<file path="src/verilog/xbar_pkg.sv">
`default_nettype none

package xbar_pkg;

	// CLINT window on the core-local side.
	localparam logic [31:0] clint_base    = 32'h0200_0000;
	localparam logic [31:0] clint_last    = 32'h0200_ffff;
	localparam logic [31:0] mtime_lo_addr = 32'h0200_bff8;
	localparam logic [31:0] mtime_hi_addr = 32'h0200_bffc;

	// System-bus SRAM window.
	localparam logic [31:0] sram_base         = 32'h8000_0000;
	localparam int          sram_words        = 256; // 64-bit words.
	localparam int          sram_read_latency = 2;   // ar handshake to rvalid.

	localparam logic [1:0] resp_okay   = 2'b00;
	localparam logic [1:0] resp_decerr = 2'b11;

	// Read grant held by the crossbar.
	typedef enum logic [1:0] {
		owner_none,
		owner_ifu,
		owner_lsu
	} read_owner_e;

	typedef enum logic [1:0] {
		rd_idle,
		rd_wait,
		rd_resp
	} sram_rd_state_e;

endpackage

`default_nettype wire
</file>
<file path="src/verilog/clint.sv">
`timescale 1ns/100ps
`default_nettype none

module clint
	import xbar_pkg::*;
(
	input  wire         clock,
	input  wire         rst_n,
	input  wire  [31:0] araddr,
	input  wire         arvalid,
	output logic        arready,
	output logic [31:0] rdata,
	output logic [1:0]  rresp,
	output logic        rvalid,
	input  wire         rready
);

	logic [63:0] mtime;
	logic        ar_hs;

	assign arready = !rvalid; // One response in flight.
	assign ar_hs   = arvalid && arready;

	always_ff @(posedge clock or negedge rst_n) begin
		if (!rst_n)
			mtime <= 64'h0;
		else
			mtime <= mtime + 64'h1;
	end

	always_ff @(posedge clock or negedge rst_n) begin
		if (!rst_n)
			rvalid <= 1'b0;
		else if (ar_hs)
			rvalid <= 1'b1;
		else if (rready)
			rvalid <= 1'b0;
	end

	// Sample the addressed half at the handshake.
	always_ff @(posedge clock) begin
		if (ar_hs) begin
			case (araddr)
				mtime_lo_addr: begin
					rdata <= mtime[31:0];
					rresp <= resp_okay;
				end
				mtime_hi_addr: begin
					rdata <= mtime[63:32];
					rresp <= resp_okay;
				end
				default: begin
					rdata <= 32'h0;
					rresp <= resp_decerr;
				end
			endcase
		end
	end

	a_rvalid_hold: assert property (@(posedge clock) disable iff (!rst_n)
		rvalid && !rready |=> rvalid);

	// The crossbar routes only CLINT-window addresses here.
	a_in_window: assert property (@(posedge clock) disable iff (!rst_n)
		arvalid |-> araddr >= clint_base && araddr <= clint_last);

endmodule

`default_nettype wire

</file>
<file path="config.mk">
export PLATFORM = sky130hd
export DESIGN_NAME = clint
export DESIGN_NICKNAME = d
export VERILOG_FILES = /design/src/verilog/xbar_pkg.sv /design/src/verilog/clint.sv
export SDC_FILE = /design/constraint.sdc
export NUM_CORES = 1
export LEC_CHECK = 0
export ABC_AREA = 1
export BUFFER_PORTS_ARGS = -buffer_cell sky130_fd_sc_hd__buf_2
export CAP_MARGIN = 20
export CORE_MARGIN = 10
export CORE_UTILIZATION = 30
export CTS_CLUSTER_DIAMETER = 50
export CTS_CLUSTER_SIZE = 20
export DETAILED_ROUTE_END_ITERATION = 12
export GPL_TIMING_DRIVEN = 0
export SKIP_CTS_REPAIR_TIMING = 1
export SLEW_MARGIN = 5
export SYNTH_ARGS = -nofsm -noshare
export SYNTH_HDL_FRONTEND = slang
export SYNTH_SLANG_ARGS = --single-unit
</file>
<file path="constraint.sdc">
create_clock -name clock -period 1.5 [get_ports clock]
set_input_delay 0.375 -clock clock [delete_from_list [all_inputs] [get_ports clock]]
set_output_delay 0.375 -clock clock [all_outputs]
set_load 0.05 [all_outputs]
</file>
=== Word level (Yosys, flattened, before mapping) ===
Cells that the tools add are included.

* Register bits after elaboration: 99
* Output and inout bits: 36

* Multiplexer cells: 4
* Add/sub/neg operators: 1
* Eq/ne operators: 2
* Reduce and logical (&&, ||, !) cells: 4

{| class="wikitable"
|+ Operators with widths
! kind !! number
|-
| adder 64 x 1 -> 64 bit (second input constant) || 1
|-
| equality test 32 x 26 -> 1 bit (second input constant) || 2
|-
| case mux 32 bit (2 select lines) || 1
|-
| 2-to-1 mux 1 bit || 2
|-
| 2-to-1 mux 2 bit || 1
|-
| nonzero test 2 bit || 1
|-
| OR reduction 2 bit || 1
|-
| logical AND 1 bit || 1
|-
| zero test 1 bit || 1
|}

=== Logic depth before layout (Yosys ltp) ===
* Word-level depth: 3
* Mapped depth: 10

=== Worst setup path after synthesis ===
No wires, ideal clock.

* Kind: reg2reg
* Start: register rvalid
* End: register rdata[0], enable pin
* Arrival time: 1.764 ns
* Clock period less this slack: 2.151 ns
* Setup slack: -0.651 ns
* Cell stages (with the launch flop): 4
* Cell sequence: dfrtp_1 inv_1 nand2_1 inv_1

* Longest elaborated chain between the ends: 2

{| class="wikitable"
|+ Ends and longest elaborated chain
! what !! line !! source
|-
| start: declaration || clint.sv:14 || <nowiki>output logic rvalid,</nowiki>
|-
| start signal: assignment || clint.sv:33 || <nowiki>rvalid <= 1'b0;</nowiki>
|-
| start signal: assignment || clint.sv:35 || <nowiki>rvalid <= 1'b1;</nowiki>
|-
| start signal: assignment || clint.sv:37 || <nowiki>rvalid <= 1'b0;</nowiki>
|-
| zero test 1 bit || clint.sv:21 || <nowiki>assign arready = !rvalid;</nowiki>
|-
| via arready || clint.sv:11 || <nowiki>output logic arready,</nowiki>
|-
| logical AND 1 bit || clint.sv:22 || <nowiki>assign ar_hs = arvalid && arready;</nowiki>
|-
| via ar_hs || clint.sv:19 || <nowiki>logic ar_hs;</nowiki>
|-
| end signal: assignment || clint.sv:45 || <nowiki>rdata <= mtime[31:0];</nowiki>
|-
| end signal: assignment || clint.sv:49 || <nowiki>rdata <= mtime[63:32];</nowiki>
|-
| end: declaration || clint.sv:12 || <nowiki>output logic [31:0] rdata,</nowiki>
|}

The timed path passes the listed nets, and every way through them passes these cells.
A chain may end at the register's enable or synchronous reset.

=== Worst setup path in the final report ===
* Start: register mtime[0]
* End: register mtime[36]

* Longest elaborated chain between the ends: 1

{| class="wikitable"
|+ Ends and longest elaborated chain
! what !! line !! source
|-
| start: declaration || clint.sv:18 || <nowiki>logic [63:0] mtime;</nowiki>
|-
| start signal: assignment || clint.sv:28 || <nowiki>mtime <= mtime + 64'h1;</nowiki>
|-
| adder 64 x 1 -> 64 bit || clint.sv:28 ||
|}

Every way passes these cells.

==> impl_metrics.csv <==
group,metric,value,unit
setup_path,critical_path_peak_fanout,7,
final_layout,diodes_inserted,0,
setup_path,worst_path_max_delay_cell,"dfrtp_1",
placed_design,gp_congestion,0.948,
setup_path,worst_path_bufs_invs,1,
setup_path,startpoint_type,"flop",
sta,hold_violations_final,0,
route,detail-route-antenna-nets,0,
floorplan,floorplan_die_area,23600,um2
power,design_power_total,5580,uW
status,failed_checks,"setup timing",
floorplan,fp.dieH,154,um
setup_path,cp_top_family,"simple AND/OR/NAND/NOR gates",
final_layout,final_common_cell,"nand2_1",
floorplan,top_level_ports,72,
cts,cts_buffers,9,
sta,min_period_over_period,109,%
final_layout,post_route_design_area,7030,um2
logic_synthesis,synth_seq_area_share,48.9,%
setup_path,timing.critical_path.to_type,"flop",
placed_design,dp_cells,986,
route,detail_route.wl_per_cell,16.1,um
final_layout,most-common-layout-cells,"217 x nand2_1, 84 x nor2_1, 73 x nand3_1, 71 x buf_2, 41 x inv_1",
final_layout,multi_input_logic_area,2820,um2
sta,setup_viol,37,
setup_path,cp_peak_stage_delay,0.38,ns
final_layout,design.final.nets,848,
sta,timing_max_transition_violations_final,0,
route,drt-pass1-iter-count,6,
sta,whs,0.0235,ns
global_route,maximum_number_of_pins_on_one_net_before_global_route_repair,66,
logic_synthesis,syn-num-nets,726,
global_route,grt_pass1_vias,4647,
setup_path,ff2ff_setup_slack,-0.14,ns
cts,clk_path_buf_depth,2,
setup_path,crit_reg_reg_endpoint,"mtime[36]",
logic_synthesis,synth.distinct_cells,22,
placed_design,io_buffer_count,71,
cts,cts_tree,"done",
floorplan,fp.coreArea,17400,um2
logic_synthesis,synthesis.area_per_instance,7.78,um2
final_layout,area.sequential,2660,um2
floorplan,initial_utilization,30.8,%
run,cap_viol_max_count,0,
sta,clock-skew-final,0.00924,ns
setup_path,r2r_path_start,"mtime[0]",
sta,timing.fmax,0.610,GHz
global_route,initial_antenna_violation_count,0,
floorplan,placement_rows,48,
sta,unrepaired_setup_endpoints_after_global_routing,"yes",
logic_synthesis,synthesis.yosys.warnings,0,
setup_path,critPathKind,"flop to flop",
logic_synthesis,synth.cell_area,5360,um2
hold_path,timing.hold.worst.class,"input pin to asynchronous set/reset pin",
power,cellLeakagePower,0.00310,uW
cts,worstSkewPairLatency,0.36,ns
route,drt_drc_violations_left,0,
setup_path,critical_path.cell_chain,"ha_2 -> nand2_2 -> nor2_4 -> nand2_4 -> nor2_8 -> buf_4 -> nand3_1 -> nand2_1 -> nand2_1",
global_route,first_pass_grt_wire_length,25200,um
final_layout,layout-drive-gt1-share,34.4,%
global_route,grt_util_all_layers,13.6,%
cts,clkSlewWorstSetupHoldPaths,0.07,ns
placed_design,dpl.hpwl,12600,um
global_route,grt-ovfl-total,0,
power,powerDensity,794,nW/um2
cts,clock-sinks,98,
logic_synthesis,postSynthRegisterBits,98,
route,finalWirelength,16800,um
setup_path,crit_required,1.75,ns
floorplan,die_width,154,um
sta,fin_tns_setup,-2.22,ns
status,run_status,"complete, but fails checks",
sta,tightest_slew,0.434,ns
route,routed-via-count,4975,
sta,fin_crit,1.64,ns
cts,ctsHtreeMaxLevel,3,
setup_path,critical_path.most_common_cell,"nand2_1",
final_layout,final.fill_count,1748,
setup_path,arrival,1.89,ns
sta,layout_setup_ws,-0.140,ns
route,drtIter0Drc,332,
power,peakVddDrop,0.000560,V
route,viasPerCell,4.78,
placed_design,placedInstanceArea,6040,um2
cts,cts_root_buffer,"clkbuf_16",
sta,slew_headroom,71.0,%
final_layout,number_of_cells_in_the_finished_layout_apart_from_fillers,1041,
setup_path,r2r_cells,9,
logic_synthesis,syn-instance-count,689,
final_layout,layout-area-overhead-vs-synth,31.2,%
-- final cells by class --
class	count	share of cell area, %
clock buffer	11	3.31
inverter	46	2.56
buffer	14	1.39
timing repair buffer	110	9.84
clock inverter	5	0.783
tap	225	4.00
multi-input combinational	531	40.1
timing repair inverter	1	0.107
sequential	98	37.9
-- worst reg2reg max path, cell delays in order (launching register included) --
cell and delay (ns):
dfrtp_1 0.38, ha_2 0.20, nand2_2 0.07, nor2_4 0.23, nand2_4 0.14, nor2_8 0.20, buf_4 0.15, nand3_1 0.06
nand2_1 0.07, nand2_1 0.04
-- worst max-delay path by stage --
stage,cells after the start,end,from
2_1_floorplan,3,rdata[0],rvalid
3_3_place_gp,9,rdata[20],araddr[23]
3_5_place_dp,9,rdata[20],araddr[31]
4_1_cts,8,mtime[58],mtime[1]
5_1_grt,9,mtime[36],mtime[0]
6_report,9,mtime[36],mtime[0]
-- through the flow --
| step | util [%] | setup slack, ns |
|---|---|---|
| final | 40.4 | -0.140 |
| after global routing | 40.4 | -0.218 |
| after CTS | 36.3 | -0.252 |
| after detailed placement | 34.7 | -0.515 |
| after global placement | 34.5 | -0.504 |
| after floorplan | - | -0.383 |
-- per-layer routing --
metal	global-route usage (%)	routed length [um]	vias up	share of wire (%)
li1	-	-	2447	-
met1	17.5	7260	2333	43
met5	0	0	-	0
met2	20.7	7760	162	46
met3	3.46	1200	33	7.2
met4	6.79	562	0	3.3
-- state kept, by name, summed over array words and instances (netlist names) --
signal	cells
mtime	64
rresp	1
rdata	32
rvalid	1
-- synth_stat cells --
cell      count  area (um2)
nor3_1        1        5.00
buf_4         1        7.51
nand2_2      10        62.6
nor2_8        2        40.0
nand2_4       5        56.3
inv_1        46         173
nor2_2        7        43.8
nand4_1      10        62.6
xor2_1       11        96.3
dfrtp_1      65        1630
o21ai_1      13        65.1
edfxtp_1     33         991
nand3_1      76         380
clkbuf_1      2        7.51
ha_1          1        12.5
o21ai_0       9        45.0
nor2_1      121         454
nor2_4        7        78.8
nand2_1     231         867
buf_2        11        55.1
nand3b_1      7        52.6
xnor2_1      20         175
-- kinds of logic after synthesis --
family / Yosys count / synth area share [%]
AO/OA/AOI/OAI: 22 / 2.06
XOR/XNOR: 31 / 5.07
adder cells (fa/ha/maj): 1 / 0.233
buffers and inverters: 60 / 4.53
flip-flops: 98 / 48.9
AND/OR/NAND/NOR: 477 / 39.3
-- where the power goes --
part | switching [uW] | internal [uW] | total (uW) | leakage (uW)
registers | 15.4 | 2830 | 2850 | 0.00115
logic | 354 | 96.4 | 450 | 0.00181
clock network | 995 | 1290 | 2280 | 0.000138
total | 1360 | 4220 | 5580 | 0.00310
No activity file was read; power rests on OpenSTA's default activity.
