==> config.mk <==
export PLATFORM = sky130hd
export DESIGN_NAME = xbar
export DESIGN_NICKNAME = d
export VERILOG_FILES = /design/src/verilog/xbar_pkg.sv /design/src/verilog/xbar.sv
export SDC_FILE = /design/constraint.sdc
export NUM_CORES = 1
export LEC_CHECK = 0
export BUFFER_PORTS_ARGS = -buffer_cell sky130_fd_sc_hd__buf_2
export CORE_AREA = 5 5 198 200
export CTS_CLUSTER_SIZE = 25
export DETAILED_ROUTE_END_ITERATION = 6
export DIE_AREA = 0 0 203 205
export PLACE_DENSITY = 0.39
export SYNTH_ARGS = -nofsm -noshare
export SYNTH_HDL_FRONTEND = slang
export SYNTH_SLANG_ARGS = --single-unit
export TNS_END_PERCENT = 1
==> constraint.sdc <==
create_clock -name clock -period 3.8 [get_ports clock]
set_input_delay 0.76 -clock clock [delete_from_list [all_inputs] [get_ports clock]]
set_output_delay 0.76 -clock clock [all_outputs]
set_load 0.01 [all_outputs]
==> src/verilog/xbar_pkg.sv <==
`default_nettype none

package xbar_pkg;

	// CLINT window on the core-local side.
	localparam logic [31:0] clint_base    = 32'h0200_0000;
	localparam logic [31:0] clint_last    = 32'h0200_ffff;
	localparam logic [31:0] mtime_lo_addr = 32'h0200_bff8;
	localparam logic [31:0] mtime_hi_addr = 32'h0200_bffc;

	// System-bus SRAM window.
	localparam logic [31:0] sram_base         = 32'h8000_0000;
	localparam int          sram_words        = 256; // 64-bit words.
	localparam int          sram_read_latency = 2;   // ar handshake to rvalid.

	localparam logic [1:0] resp_okay   = 2'b00;
	localparam logic [1:0] resp_decerr = 2'b11;

	// Read grant held by the crossbar.
	typedef enum logic [1:0] {
		owner_none,
		owner_ifu,
		owner_lsu
	} read_owner_e;

	typedef enum logic [1:0] {
		rd_idle,
		rd_wait,
		rd_resp
	} sram_rd_state_e;

endpackage

`default_nettype wire
==> src/verilog/xbar.sv <==
`timescale 1ns/100ps
`default_nettype none

module xbar
	import xbar_pkg::*;
(
	input  wire         clock,
	input  wire         rst_n,

	input  wire  [31:0] ifu_araddr,
	input  wire         ifu_arvalid,
	output logic        ifu_arready,

	output logic [31:0] ifu_rdata,
	output logic [1:0]  ifu_rresp,
	output logic        ifu_rvalid,
	input  wire         ifu_rready,

	input  wire  [31:0] lsu_araddr,
	input  wire         lsu_arvalid,
	input  wire  [2:0]  lsu_arsize,
	output logic        lsu_arready,

	output logic [31:0] lsu_rdata,
	output logic [1:0]  lsu_rresp,
	output logic        lsu_rvalid,
	input  wire         lsu_rready,

	input  wire  [31:0] lsu_awaddr,
	input  wire         lsu_awvalid,
	input  wire  [2:0]  lsu_awsize,
	output logic        lsu_awready,

	input  wire  [31:0] lsu_wdata,
	input  wire  [3:0]  lsu_wstrb,
	input  wire         lsu_wvalid,
	output logic        lsu_wready,

	output logic [1:0]  lsu_bresp,
	output logic        lsu_bvalid,
	input  wire         lsu_bready,

	input  wire         io_master_awready,
	output logic        io_master_awvalid,
	output logic [31:0] io_master_awaddr,
	output logic [2:0]  io_master_awsize,
	input  wire         io_master_wready,
	output logic        io_master_wvalid,
	output logic [63:0] io_master_wdata,
	output logic [7:0]  io_master_wstrb,
	output logic        io_master_wlast,

	output logic        io_master_bready,
	input  wire         io_master_bvalid,
	input  wire  [1:0]  io_master_bresp,

	input  wire         io_master_arready,
	output logic        io_master_arvalid,
	output logic [31:0] io_master_araddr,
	output logic [2:0]  io_master_arsize,
	output logic        io_master_rready,
	input  wire         io_master_rvalid,
	input  wire  [1:0]  io_master_rresp,
	input  wire  [63:0] io_master_rdata,

	output logic [31:0] clint_araddr,
	output logic        clint_arvalid,
	input  wire         clint_arready,
	input  wire  [31:0] clint_rdata,
	input  wire  [1:0]  clint_rresp,
	input  wire         clint_rvalid,
	output logic        clint_rready
);

	read_owner_e owner_q;
	logic        ar_done_q;   // Request of the current grant already sent.
	logic        rsp_clint_q; // Response comes from the CLINT.
	logic        rsp_hi_q;    // Upper 32-bit lane of the bus data.
	logic        ifu_own, lsu_own;
	logic        lsu_to_clint;
	logic        ar_hs;
	logic [31:0] bus_lane;

	assign ifu_own      = owner_q == owner_ifu;
	assign lsu_own      = owner_q == owner_lsu;
	assign lsu_to_clint = (lsu_araddr >= clint_base) && (lsu_araddr <= clint_last);

	// Fetch always goes to the system bus.
	assign io_master_arvalid = !ar_done_q &&
		(ifu_own && ifu_arvalid || lsu_own && !lsu_to_clint && lsu_arvalid);
	assign clint_arvalid     = !ar_done_q && lsu_own && lsu_to_clint && lsu_arvalid;
	assign io_master_araddr  = ifu_own ? ifu_araddr : lsu_araddr;
	assign io_master_arsize  = ifu_own ? 3'b010 : lsu_arsize;
	assign clint_araddr      = lsu_araddr;

	assign ifu_arready = ifu_own && !ar_done_q && io_master_arready;
	assign lsu_arready = lsu_own && !ar_done_q &&
		(lsu_to_clint ? clint_arready : io_master_arready);

	assign ar_hs = io_master_arvalid && io_master_arready || clint_arvalid && clint_arready;

	// Response return.
	assign bus_lane   = rsp_hi_q ? io_master_rdata[63:32] : io_master_rdata[31:0];
	assign ifu_rvalid = ifu_own && ar_done_q && io_master_rvalid;
	assign ifu_rdata  = bus_lane;
	assign ifu_rresp  = io_master_rresp;
	assign lsu_rvalid = lsu_own && ar_done_q && (rsp_clint_q ? clint_rvalid : io_master_rvalid);
	assign lsu_rdata  = rsp_clint_q ? clint_rdata : bus_lane;
	assign lsu_rresp  = rsp_clint_q ? clint_rresp : io_master_rresp;

	assign io_master_rready = ar_done_q && !rsp_clint_q &&
		(ifu_own && ifu_rready || lsu_own && lsu_rready);
	assign clint_rready     = ar_done_q && rsp_clint_q && lsu_own && lsu_rready;

	always_ff @(posedge clock or negedge rst_n) begin
		if (!rst_n) begin
			owner_q     <= owner_none;
			ar_done_q   <= 1'b0;
			rsp_clint_q <= 1'b0;
			rsp_hi_q    <= 1'b0;
		end else begin
			case (owner_q)
				owner_none: begin
					if (ifu_arvalid)
						owner_q <= owner_ifu; // Fetch wins a tie.
					else if (lsu_arvalid)
						owner_q <= owner_lsu;
				end
				owner_ifu: if (ifu_rvalid && ifu_rready) owner_q <= owner_none;
				owner_lsu: if (lsu_rvalid && lsu_rready) owner_q <= owner_none;
				default:   owner_q <= owner_none;
			endcase
			if (ar_hs) begin
				ar_done_q   <= 1'b1;
				rsp_clint_q <= clint_arvalid;
				rsp_hi_q    <= io_master_araddr[2];
			end else if (ifu_rvalid && ifu_rready || lsu_rvalid && lsu_rready) begin
				ar_done_q <= 1'b0;
			end
		end
	end

	// Writes bypass arbitration and land on the lane picked by awaddr bit 2.
	assign lsu_awready       = io_master_awready;
	assign io_master_awvalid = lsu_awvalid;
	assign io_master_awaddr  = lsu_awaddr;
	assign io_master_awsize  = lsu_awsize;
	assign lsu_wready        = io_master_wready;
	assign io_master_wvalid  = lsu_wvalid;
	assign io_master_wdata   = lsu_awaddr[2] ? {lsu_wdata, 32'h0} : {32'h0, lsu_wdata};
	assign io_master_wstrb   = lsu_awaddr[2] ? {lsu_wstrb, 4'h0} : {4'h0, lsu_wstrb};
	assign io_master_wlast   = lsu_wvalid; // Single beat.
	assign io_master_bready  = lsu_bready;
	assign lsu_bvalid        = io_master_bvalid;
	assign lsu_bresp         = io_master_bresp;

	// No slave may answer a read that the crossbar has not granted.
	a_rvalid_granted: assert property (@(posedge clock) disable iff (!rst_n)
		(io_master_rvalid || clint_rvalid) |-> owner_q != owner_none && ar_done_q);

	// A CLINT answer belongs to a load/store read sent to the CLINT.
	a_clint_lsu_only: assert property (@(posedge clock) disable iff (!rst_n)
		clint_rvalid |-> owner_q == owner_lsu && rsp_clint_q);

endmodule

`default_nettype wire

# After elaboration in Yosys (flattened, before gate mapping)
# Index checks and enable logic that the tools add are counted.
[word_totals]
reg_bits = 5
input_bits = 256
out_inout_bits = 259
elab_cells = 63
[classes]
n_lt_le_gt_ge = 2
n_eq_ne = 5
n_mux = 16
reduce_logical = 36
[op_table]
columns = ["op", "n"]
rows = [
  ["two-way mux 32 bit", 3],
  ["two-way mux 64 bit", 1],
  [">= comparator 32 x 26 -> 1 bit, second input constant", 1],
  ["less-or-equal comparator 32 x 26 -> 1 bit, second input constant", 1],
  ["logical AND 1 bit", 26],
  ["two-way mux 2 bit", 5],
  ["two-way mux 8 bit", 1],
  ["case mux 2 bit (3 select lines)", 1],
  ["logical OR 1 bit", 4],
  ["two-way mux 1 bit", 4],
  ["!= test 2 x 1 -> 1 bit, second input constant", 2],
  ["logical NOT 1 bit", 3],
  ["two-way mux 3 bit", 1],
  ["!= test 3 bit, second input constant", 1],
  ["AND reduction 3 bit", 1],
  ["equality test 2 x 1 -> 1 bit, second input constant", 1],
  ["equality test 2 bit, second input constant", 1],
  ["logical NOT 2 bit", 1],
  ["nonzero test 2 bit", 1],
]

# Logic depth before layout (Yosys ltp)
# Gate-level depths: netlist (run 1).
[depth]
ltp_word = 10
mapped_depth = 5
ltp_nobuf = 4

# Worst setup path before layout (run 1)
# OpenSTA, ideal clock, no wires.
[synth_path]
path_kind = "input port to output port"
from = "input port lsu_araddr[27]"
to = "output port lsu_arready"
arrival_ns = 1.736
required_ns = 3.040
setup_slack_ns = 1.304
path_stages = 4
path_buffers = 0
cell_sequence = "nor4b_4 -> nand4_4 -> mux2_1 -> and3_1"
[synth_via]
elab_chain_len = 4
word_cells_on_any_way = 5
classes_between = "order compare (2); mux (1); reduce/logical (2)"
[synth_lines]
columns = ["element", "line", "text"]
rows = [
  ["from (decl)", "xbar.sv:19", "input wire [31:0] lsu_araddr,"],
  [">= comparator 32 x 26 -> 1 bit or less-or-equal comparator 32 x 26 -> 1 bit (tied branches)", "xbar.sv:86", "assign lsu_to_clint = (lsu_araddr >= clint_base) && (lsu_araddr <= clint_last);"],
  ["logical AND 1 bit (*)", "xbar.sv:86", ""],
  ["two-way mux 1 bit (*)", "xbar.sv:98", "(lsu_to_clint ? clint_arready : io_master_arready);"],
  ["logical AND 1 bit (*)", "xbar.sv:97", "assign lsu_arready = lsu_own && !ar_done_q &&"],
  ["to (decl)", "xbar.sv:22", "output logic lsu_arready,"],
]
# Mark *: on every way between the ends. The rest lies on a longest branch, timed or not.

# Worst setup path in the final report (run 1)
[layout_path]
from = "register owner_q[0]"
to = "output port io_master_araddr[13]"
[layout_via]
elab_chain_len = 2
[layout_lines]
columns = ["element", "line", "text"]
rows = [
  ["from (decl)", "xbar.sv:75", "read_owner_e owner_q;"],
  ["from (signal assigned)", "xbar.sv:117", "owner_q <= owner_none;"],
  ["from (signal assigned)", "xbar.sv:125", "owner_q <= owner_ifu;"],
  ["from (signal assigned)", "xbar.sv:127", "owner_q <= owner_lsu;"],
  ["equality test 2 x 1 -> 1 bit", "xbar.sv:84", "assign ifu_own = owner_q == owner_ifu;"],
  ["two-way mux 32 bit", "xbar.sv:92", "assign io_master_araddr = ifu_own ? ifu_araddr : lsu_araddr;"],
  ["to (decl)", "xbar.sv:59", "output logic [31:0] io_master_araddr,"],
]
# No other way between the ends.

==> results of run 1 <==
==> layout make-up <==
| type | instances | area (µm²) |
|---|---|---|
| fill | 4325 | 32300 |
| timing repair buffer | 432 | 2170 |
| multi-input combinational | 209 | 1920 |
| tap | 474 | 593 |
| sequential | 5 | 128 |
| clock buffer | 4 | 78.8 |
| inverter | 2 | 7.51 |
| antenna | 1 | 2.50 |
==> flip-flops by register name, indices dropped and copies added, names as in the netlist <==
| register | cells |
|---|---|
| rsp_clint_q | 1 |
| rsp_hi_q | 1 |
| owner_q | 2 |
| ar_done_q | 1 |
==> layer usage <==
metal  GRT usage  routed length, µm  share of wire  up-vias
li1            -                  -              -     1675
met1      0.0789               6070           0.38     1563
met2       0.116               7870           0.49      285
met3      0.0237               1630           0.10       22
met4      0.0160                340          0.021        0
met5           0                  0              0        -
==> cells in the mapped netlist <==
master and number:
a2bb2oi_1 1, nor4b_4 1, inv_1 2, mux2_2 99, nor2_1 4, nand4_4 1, o21ai_0 2, and4bb_1 3
nor2b_1 40, and3_1 3, clkbuf_1 9, buf_4 83, nor4_4 3, buf_1 1, a31o_1 1, buf_2 6
and4_1 1, nand4_1 2, mux2i_1 1, dfrtp_1 5, a22oi_1 3, a21o_1 1, nand3_1 2, mux2_1 2
or2_2 1, and2_1 36, nor3_1 2
==> where the power goes <==
group	internal [mW]	switching, mW	total (mW)
Sequential	0.0706	0.103	0.173
Clock	0.139	0.0319	0.171
Combinational	0.756	0.705	1.46
Total	0.965	0.839	1.80
==> critical path: cells and delay by family, from the launching register on <==
family        cells  cell delay (ns)
buf+inv           2             0.43
flops             1             0.44
mux               1             0.33
simple gates      1             0.78
==> path summary, 6_finish.rpt <==
kind                                          end  depth (start not counted)              startpoint  slack, ns
setup / recovery             io_master_araddr[13]                          4  owner_q[0]$_DFFE_PN0P_       0.81
hold / removal             owner_q[0]$_DFFE_PN0P_                          1                   rst_n       0.35
setup reg to reg             rsp_hi_q$_DFFE_PN0P_                          3  owner_q[0]$_DFFE_PN0P_       1.74
hold reg to reg            owner_q[1]$_DFFE_PN0P_                          1  owner_q[0]$_DFFE_PN0P_       0.57
max in group asynchronous    rsp_hi_q$_DFFE_PN0P_                          1                   rst_n       3.31
min in group clock         owner_q[1]$_DFFE_PN0P_                          1  owner_q[0]$_DFFE_PN0P_       0.57
==> kinds of logic (layout without fill, tap and decap cells) <==
logic type      after synthesis  count (layout)  synth area share
mux                         102             102             0.420
buf+inv                     101             438             0.256
simple gates                 99              99             0.257
compound gates                8               8            0.0211
flops                         5               5            0.0458
other cells                   0               1                 0
==> per-stage QoR <==
step / total power, mW / hold WS, ns
final: 1.80 / 0.346
after global routing: 1.95 / 0.355
after CTS: 1.85 / 0.347
after detailed placement: 1.67 / 0.559
after global placement: 1.68 / 0.548
after floorplan: 1.08 / 0.464
==> cells in the final DEF (no fill, tap or decap) <==
master     netlist  layout
buf_4           83       3
clkbuf_1         9       1
a31o_1           1       1
mux2_1           2       2
a21o_1           1       1
inv_1            2       2
buf_2            6     429
nand4_1          2       2
dfrtp_1          5       3
o21ai_0          2       2
or2_2            1       1
clkbuf_16        0       3
dfrtp_2          0       2
mux2i_1          1       1
a22oi_1          3       3
mux2_2          99      99
a2bb2oi_1        1       1
and4_1           1       1
and3_1           3       3
nor4b_4          1       1
nor4_4           3       3
nand3_1          2       2
and4bb_1         3       3
nor3_1           2       2
nor2_1           4       4
diode_2          0       1
nor2b_1         40      39
nor2b_4          0       1
and2_1          36      36
nand4_4          1       1
==> run metrics, run 1 <==
clk_lat worst skew 0.22 ns; largest net degree at the start of global routing 73; number of global-route vias before repair 3693; final cell count without fillers 1127; Yosys top cell area share 0.408; post-CTS sizing 0; Final TNS setup 0 ns; Detail Placement HPWL 14.2 mm; Initial DRC Count 136; Hold Fails Final Rpt 0; global-route wire length before repair 21.6 mm; cells after synthesis 315; number of detailed-route iterations in the first pass 4; Final min period 2.99 ns; Synth Warn # 0; initial antenna violation count 4; Startpoint Class register; CTS tree built; I/O pins 515; H-tree depth 1; syn_area_per_cell 8.67 µm²; post-synthesis sequential area ratio 0.0458; status finished clean; post-synthesis cell type count 27; Crit. End Element primary output; CP Max Fanout 32; drc violations 0; Hold Crit Class input pin to asynchronous set/reset pin; die area 0.0416 mm²; setup ws final 0.809 ns; Core Area 0.0372 mm²; largest area contributor in the netlist mux2_2; fin. max-slew vios 0; peak supply drop 0.294 mV; final setup vio count 0; Clock Tree Root clkbuf_16; Congestion Overflow GR 0; Num CTS Buffers 3; die extent in x 203 µm; DR vias/cell 3.15; buffers added on ports 429; RD Place Congestion 0.805; Synth Net Count 571; crit path DAT 2.23 ns; Hold Buf Count CTS 0; RSZ-0062 raised after global routing false; fraction of layout cells with a size suffix above 1 0.833; CTS Buffer Depth 2; Critical Path RT 3.04 ns; starting density of the core 0.0734; Placed Cells 1122; CTS sink count 5; Die Height 205 µm; area delta synth->final 79.2%; clk slew on worst S/H paths 0.03 ns; Core Util, Final 0.132; ranking of synthesized cells by area mux2_2 41%, buf_4 23%, nor2b_1 9.2%; DP Worst Slack 0.988 ns; setup bufs post-CTS 0; max-cap viol count 0; CP max-delay cell nor2b_4; #FFs+latches synth 5; DR vias 3545; ANT nets after route 0; Rel. slew slack 0.344; Clock Skew 0.00100 ns; Leak Pwr 2.57 nW; period utilisation layout 0.787; GR Util All Layers 0.0667; CP Class register to primary output; Final Cell Area 0.00489 mm²; CP Cell Sequence nor2b_4 -> buf_4 -> mux2_2 -> buf_2; fmax 0.334 GHz; Post-DP Area 0.00481 mm²; Routed WL 15.9 mm; WL/cell 14.1 µm; PD cells 369 mW/mm²; slew at the pin with the worst max-slew slack 0.983 ns; Critical Path Max Stage Delay 0.78 ns; Final #Nets 909; mapped cell area 0.00273 mm²; FP Rows 71
Power figures use the tool's default switching activity.
==> inputs of run 2 (changes only) <==
CORE_AREA = 5 5 199 201   (was 5 5 198 200)
DIE_AREA = 0 0 204 206   (was 0 0 203 205)
clock period = 2.9 ns   (was 3.8 ns; I/O delays follow)
==> run metrics, run 2 (synthesized netlist as in run 1, its figures left out) <==
die area 0.0420 mm²; P_int 1.27 mW; fmax 0.404 GHz; Hold Buf Count CTS 0; fraction of layout cells with a size suffix above 1 0.832; Seq pwr share 0.057; reg2reg end rsp_hi_q$_DFFE_PN0P_; final cell count without fillers 1167; max-cap viol count 0; Core Area 0.0374 mm²; ANT nets after route 0; buffers added on ports 429; initial antenna violation count 1; fin. max-slew vios 0; Largest Register owner_q; r2r setup slk 1.01 ns; Routed WL 15.7 mm; Worst Setup SP owner_q[0]$_DFFE_PN0P_; FP Rows 71; WL/cell 13.5 µm; post-CTS sizing 0; Fin Hold WS 0.161 ns; period utilisation layout 0.853; Clock Skew 0.00219 ns; max reg flops 2; Num CTS Buffers 3; H-tree depth 1; Switch Pwr 1.11 mW; crit path DAT 1.89 ns; sw frac 0.465; CP Class register to primary output; Clock Tree Root clkbuf_16; status finished clean; number of detailed-route iterations in the first pass 4; Hold Crit Class input pin to asynchronous set/reset pin; area delta synth->final 81.7%; Core Util, Final 0.133; Placed Cells 1162; Rel. slew slack 0.648; Die Height 206 µm; Final #Nets 912; PD cells 479 mW/mm²; Worst R2R Path Depth 4; global-route wire length before repair 21.3 mm; die extent in x 204 µm; crit path to io_master_araddr[6]; most common cell after layout, fill and taps aside buf_2; slew at the pin with the worst max-slew slack 0.528 ns; Final TNS setup 0 ns; Comb power frac 0.848; CTS Buffer Depth 2; CTS tree built; Crit. End Element primary output; Leak Pwr 2.59 nW; Congestion Overflow GR 0; most frequent cells in the layout 429 x buf_2, 99 x mux2_2, 39 x nor2b_1, 36 x and2_1, 6 x buf_4; number of global-route vias before repair 3675; CP Max Fanout 38; drc violations 0; Startpoint Class register; I/O pins 515; Final min period 2.47 ns; Clock Power Share 0.095; RD Place Congestion 0.893; clk slew on worst S/H paths 0.03 ns; Hold Fails Final Rpt 0; setup bufs post-CTS 0; Initial DRC Count 75; Critical Path RT 2.32 ns; DR vias 3553; peak supply drop 0.181 mV; GR Util All Layers 0.0648; worst flop-to-flop path startpoint owner_q[0]$_DFFE_PN0P_; Detail Placement HPWL 14.5 mm; Fillers 4353; DR vias/cell 3.04; setup ws final 0.425 ns; final setup vio count 0; clk_lat worst skew 0.23 ns; RSZ-0062 raised after global routing false; starting density of the core 0.0730; largest net degree at the start of global routing 39; DP Worst Slack 0.428 ns; CTS sink count 5
## run 2: cell types whose count changed in the layout (fill, tap and decap cells not counted), sizes merged
cell | previous run | this run
buf | 432 | 435
## run 2: final cells by class
class                   count  area [µm²]  area share
diodes                      1        2.50    0.000504
inverters                   2        7.51     0.00151
flip-flops and latches      5         126      0.0255
well taps                 511         639       0.129
multi-input cells         209        1920       0.386
clock buffers               4        78.8      0.0159
repair buffers            435        2190       0.442
## run 2: power by group through the flow
stage / clock network (mW) / logic (mW) / registers, mW
floorplan: 0 / 1.31 / 0.107
global placement: 0 / 2.05 / 0.132
detailed placement: 0 / 2.05 / 0.134
CTS: 0.229 / 2.06 / 0.134
global route: 0.234 / 2.17 / 0.140
finish: 0.225 / 2.02 / 0.135
## run 2: layer usage
layer	part of all wire	GRT usage	vias to the layer above	wire [µm]
met5	0	0	-	0
met4	0.037	0.0254	0	583
met3	0.093	0.0171	26	1460
met2	0.51	0.114	244	7960
met1	0.36	0.0755	1599	5720
li1	-	-	1684	-
## run 2: worst min path at each step
stage,startpoint,end,cells after the start
after floorplan,rst_n,ar_done_q$_DFFE_PN0P_,0
after global placement,rst_n,rsp_hi_q$_DFFE_PN0P_,1
after detailed placement,rst_n,rsp_hi_q$_DFFE_PN0P_,1
after CTS,rst_n,rsp_hi_q$_DFFE_PN0P_,1
after global routing,rst_n,rsp_hi_q$_DFFE_PN0P_,1
final,rst_n,rsp_hi_q$_DFFE_PN0P_,1
## run 2: stage by stage
step,area (µm²),power [mW]
detailed placement,4880,2.18
floorplan,2730,1.42
global placement,4880,2.18
global route,4960,2.54
CTS,4960,2.42
finish,4960,2.38
## run 2: worst max-delay path, stage by stage (launching register included)
cell	delay, ns
dfrtp_1	0.44
nor2b_4	0.17
buf_4	0.43
mux2_2	0.44
buf_2	0.15
==> inputs of run 3 (changes only) <==
clock period = 2.4 ns   (was 2.9 ns; I/O delays follow)
==> run metrics, run 3 (synthesized netlist as in run 1, its figures left out) <==
GR Util All Layers 0.0648; Detail Placement HPWL 14.3 mm; Crit. End Element primary output; CTS Buffer Depth 2; fmax 0.441 GHz; slew at the pin with the worst max-slew slack 0.420 ns; setup bufs post-CTS 0; initial antenna violation count 1; Final Cell Area 0.00499 mm²; RD Place Congestion 0.898; clk_lat worst skew 0.22 ns; CP max-delay cell nor4b_4; Initial DRC Count 75; crit path DAT 1.79 ns; Leak Pwr 2.59 nW; sw frac 0.458; Seq pwr share 0.058; Num CTS Buffers 3; # diodes 0; Die Height 206 µm; PD cells 585 mW/mm²; max-cap viol count 0; r2r setup slk 0.69 ns; setup ws final 0.131 ns; Post-DP Area 0.00492 mm²; final setup vio count 0; DP Worst Slack 0.135 ns; Placed Cells 1160; status finished clean; Hold Fails Final Rpt 0; P_int 1.58 mW; WL/cell 13.4 µm; Final min period 2.27 ns; drc violations 0; buffers added on ports 429; RSZ-0062 raised after global routing false; number of global-route vias before repair 3733; Clock Skew 0.000741 ns; number of detailed-route iterations in the first pass 4; crit path to lsu_arready; CP most frequent cell buf_2; Final TNS setup 0 ns; fin. max-slew vios 0; Congestion Overflow GR 0; ANT nets after route 0; max reg flops 2; CP Cell Sequence buf_2 -> nor4b_4 -> nand4_4 -> mux2_1 -> and3_1 -> buf_2; DR vias/cell 3.02; period utilisation layout 0.945; most frequent cells in the layout 429 x buf_2, 99 x mux2_2, 39 x nor2b_1, 36 x and2_1; largest net degree at the start of global routing 46; Clock Tree Root clkbuf_16; Hold Crit Class input pin to asynchronous set/reset pin; Worst R2R Path Depth 4; FP Rows 71; Hold Buf Count CTS 0; Clock Power Share 0.092; H-tree depth 1; Comb power frac 0.850; Largest Register owner_q; most common cell after layout, fill and taps aside buf_2; starting density of the core 0.0730; CP Max Fanout 5; Core Area 0.0374 mm²; worst flop-to-flop path startpoint owner_q[0]$_DFFE_PN0P_; reg2reg end rsp_hi_q$_DFFE_PN0P_; DR vias 3510; Critical Path Max Stage Delay 0.36 ns; die extent in x 204 µm; post-CTS sizing 0; CTS tree built; I/O pins 515; Rel. slew slack 0.720; fraction of layout cells with a size suffix above 1 0.832; clk slew on worst S/H paths 0.03 ns; Worst Setup SP lsu_araddr[27]; Critical Path RT 1.92 ns; area delta synth->final 82.9%; final cell count without fillers 1164; CP Class input pin to primary output; global-route wire length before repair 21.4 mm; Switch Pwr 1.34 mW; peak supply drop 0.360 mV; Startpoint Class input pin; CTS sink count 5; Routed WL 15.6 mm; Final #Nets 910; die area 0.0420 mm²
## run 3: cell types whose count changed in the layout (fill, tap and decap cells not counted), sizes merged
cell,delta
buf,-2
diode,-1
## run 3: routing by layer
layer  track usage  part of all wire  up-vias
met3        0.0180             0.083       22
met2         0.119              0.52      233
li1              -                 -     1677
met4        0.0151             0.026        0
met1        0.0749              0.37     1578
met5             0                 0        -
## run 3: area by class of cell
class	count	area [µm²]
clock buffers	4	78.8
fillers	4349	32400
inverters	2	7.51
multi-input cells	209	1920
flip-flops and latches	5	126
well taps	511	639
repair buffers	433	2230
## run 3: worst min-delay path by stage
stage	start	end	slack, ns	cells past startpoint
2_1_floorplan	rst_n	ar_done_q$_DFFE_PN0P_	0.18	0
3_3_place_gp	rst_n	rsp_hi_q$_DFFE_PN0P_	0.31	1
3_5_place_dp	rst_n	ar_done_q$_DFFE_PN0P_	0.31	1
4_1_cts	rst_n	rsp_hi_q$_DFFE_PN0P_	0.07	1
5_1_grt	rst_n	rsp_hi_q$_DFFE_PN0P_	0.08	1
6_report	rst_n	owner_q[1]$_DFFE_PN0P_	0.07	1
## run 3: metrics by stage
step                 util  total power, mW  hold WS, ns
finish              0.134             2.92       0.0694
global route        0.134             3.13       0.0759
CTS                 0.134             2.98       0.0712
detailed placement  0.131             2.69        0.305
global placement    0.131             2.70        0.308
floorplan               -             1.71        0.184
## run 3: worst max-delay path, delay by kind of cell
family / cells / cell delay, ns
muxes: 1 / 0.33
buffers and inverters: 2 / 0.27
and+or+nand+nor: 3 / 0.71
## run 3: power by group through the flow
| stage | combinational, mW | clock [mW] | sequential (mW) |
|---|---|---|---|
| 4_1_cts | 2.54 | 0.275 | 0.168 |
| 6_report | 2.48 | 0.270 | 0.168 |
| 3_3_place_gp | 2.53 | 0 | 0.166 |
| 2_1_floorplan | 1.58 | 0 | 0.129 |
| 3_5_place_dp | 2.53 | 0 | 0.168 |
| 5_1_grt | 2.67 | 0.284 | 0.176 |
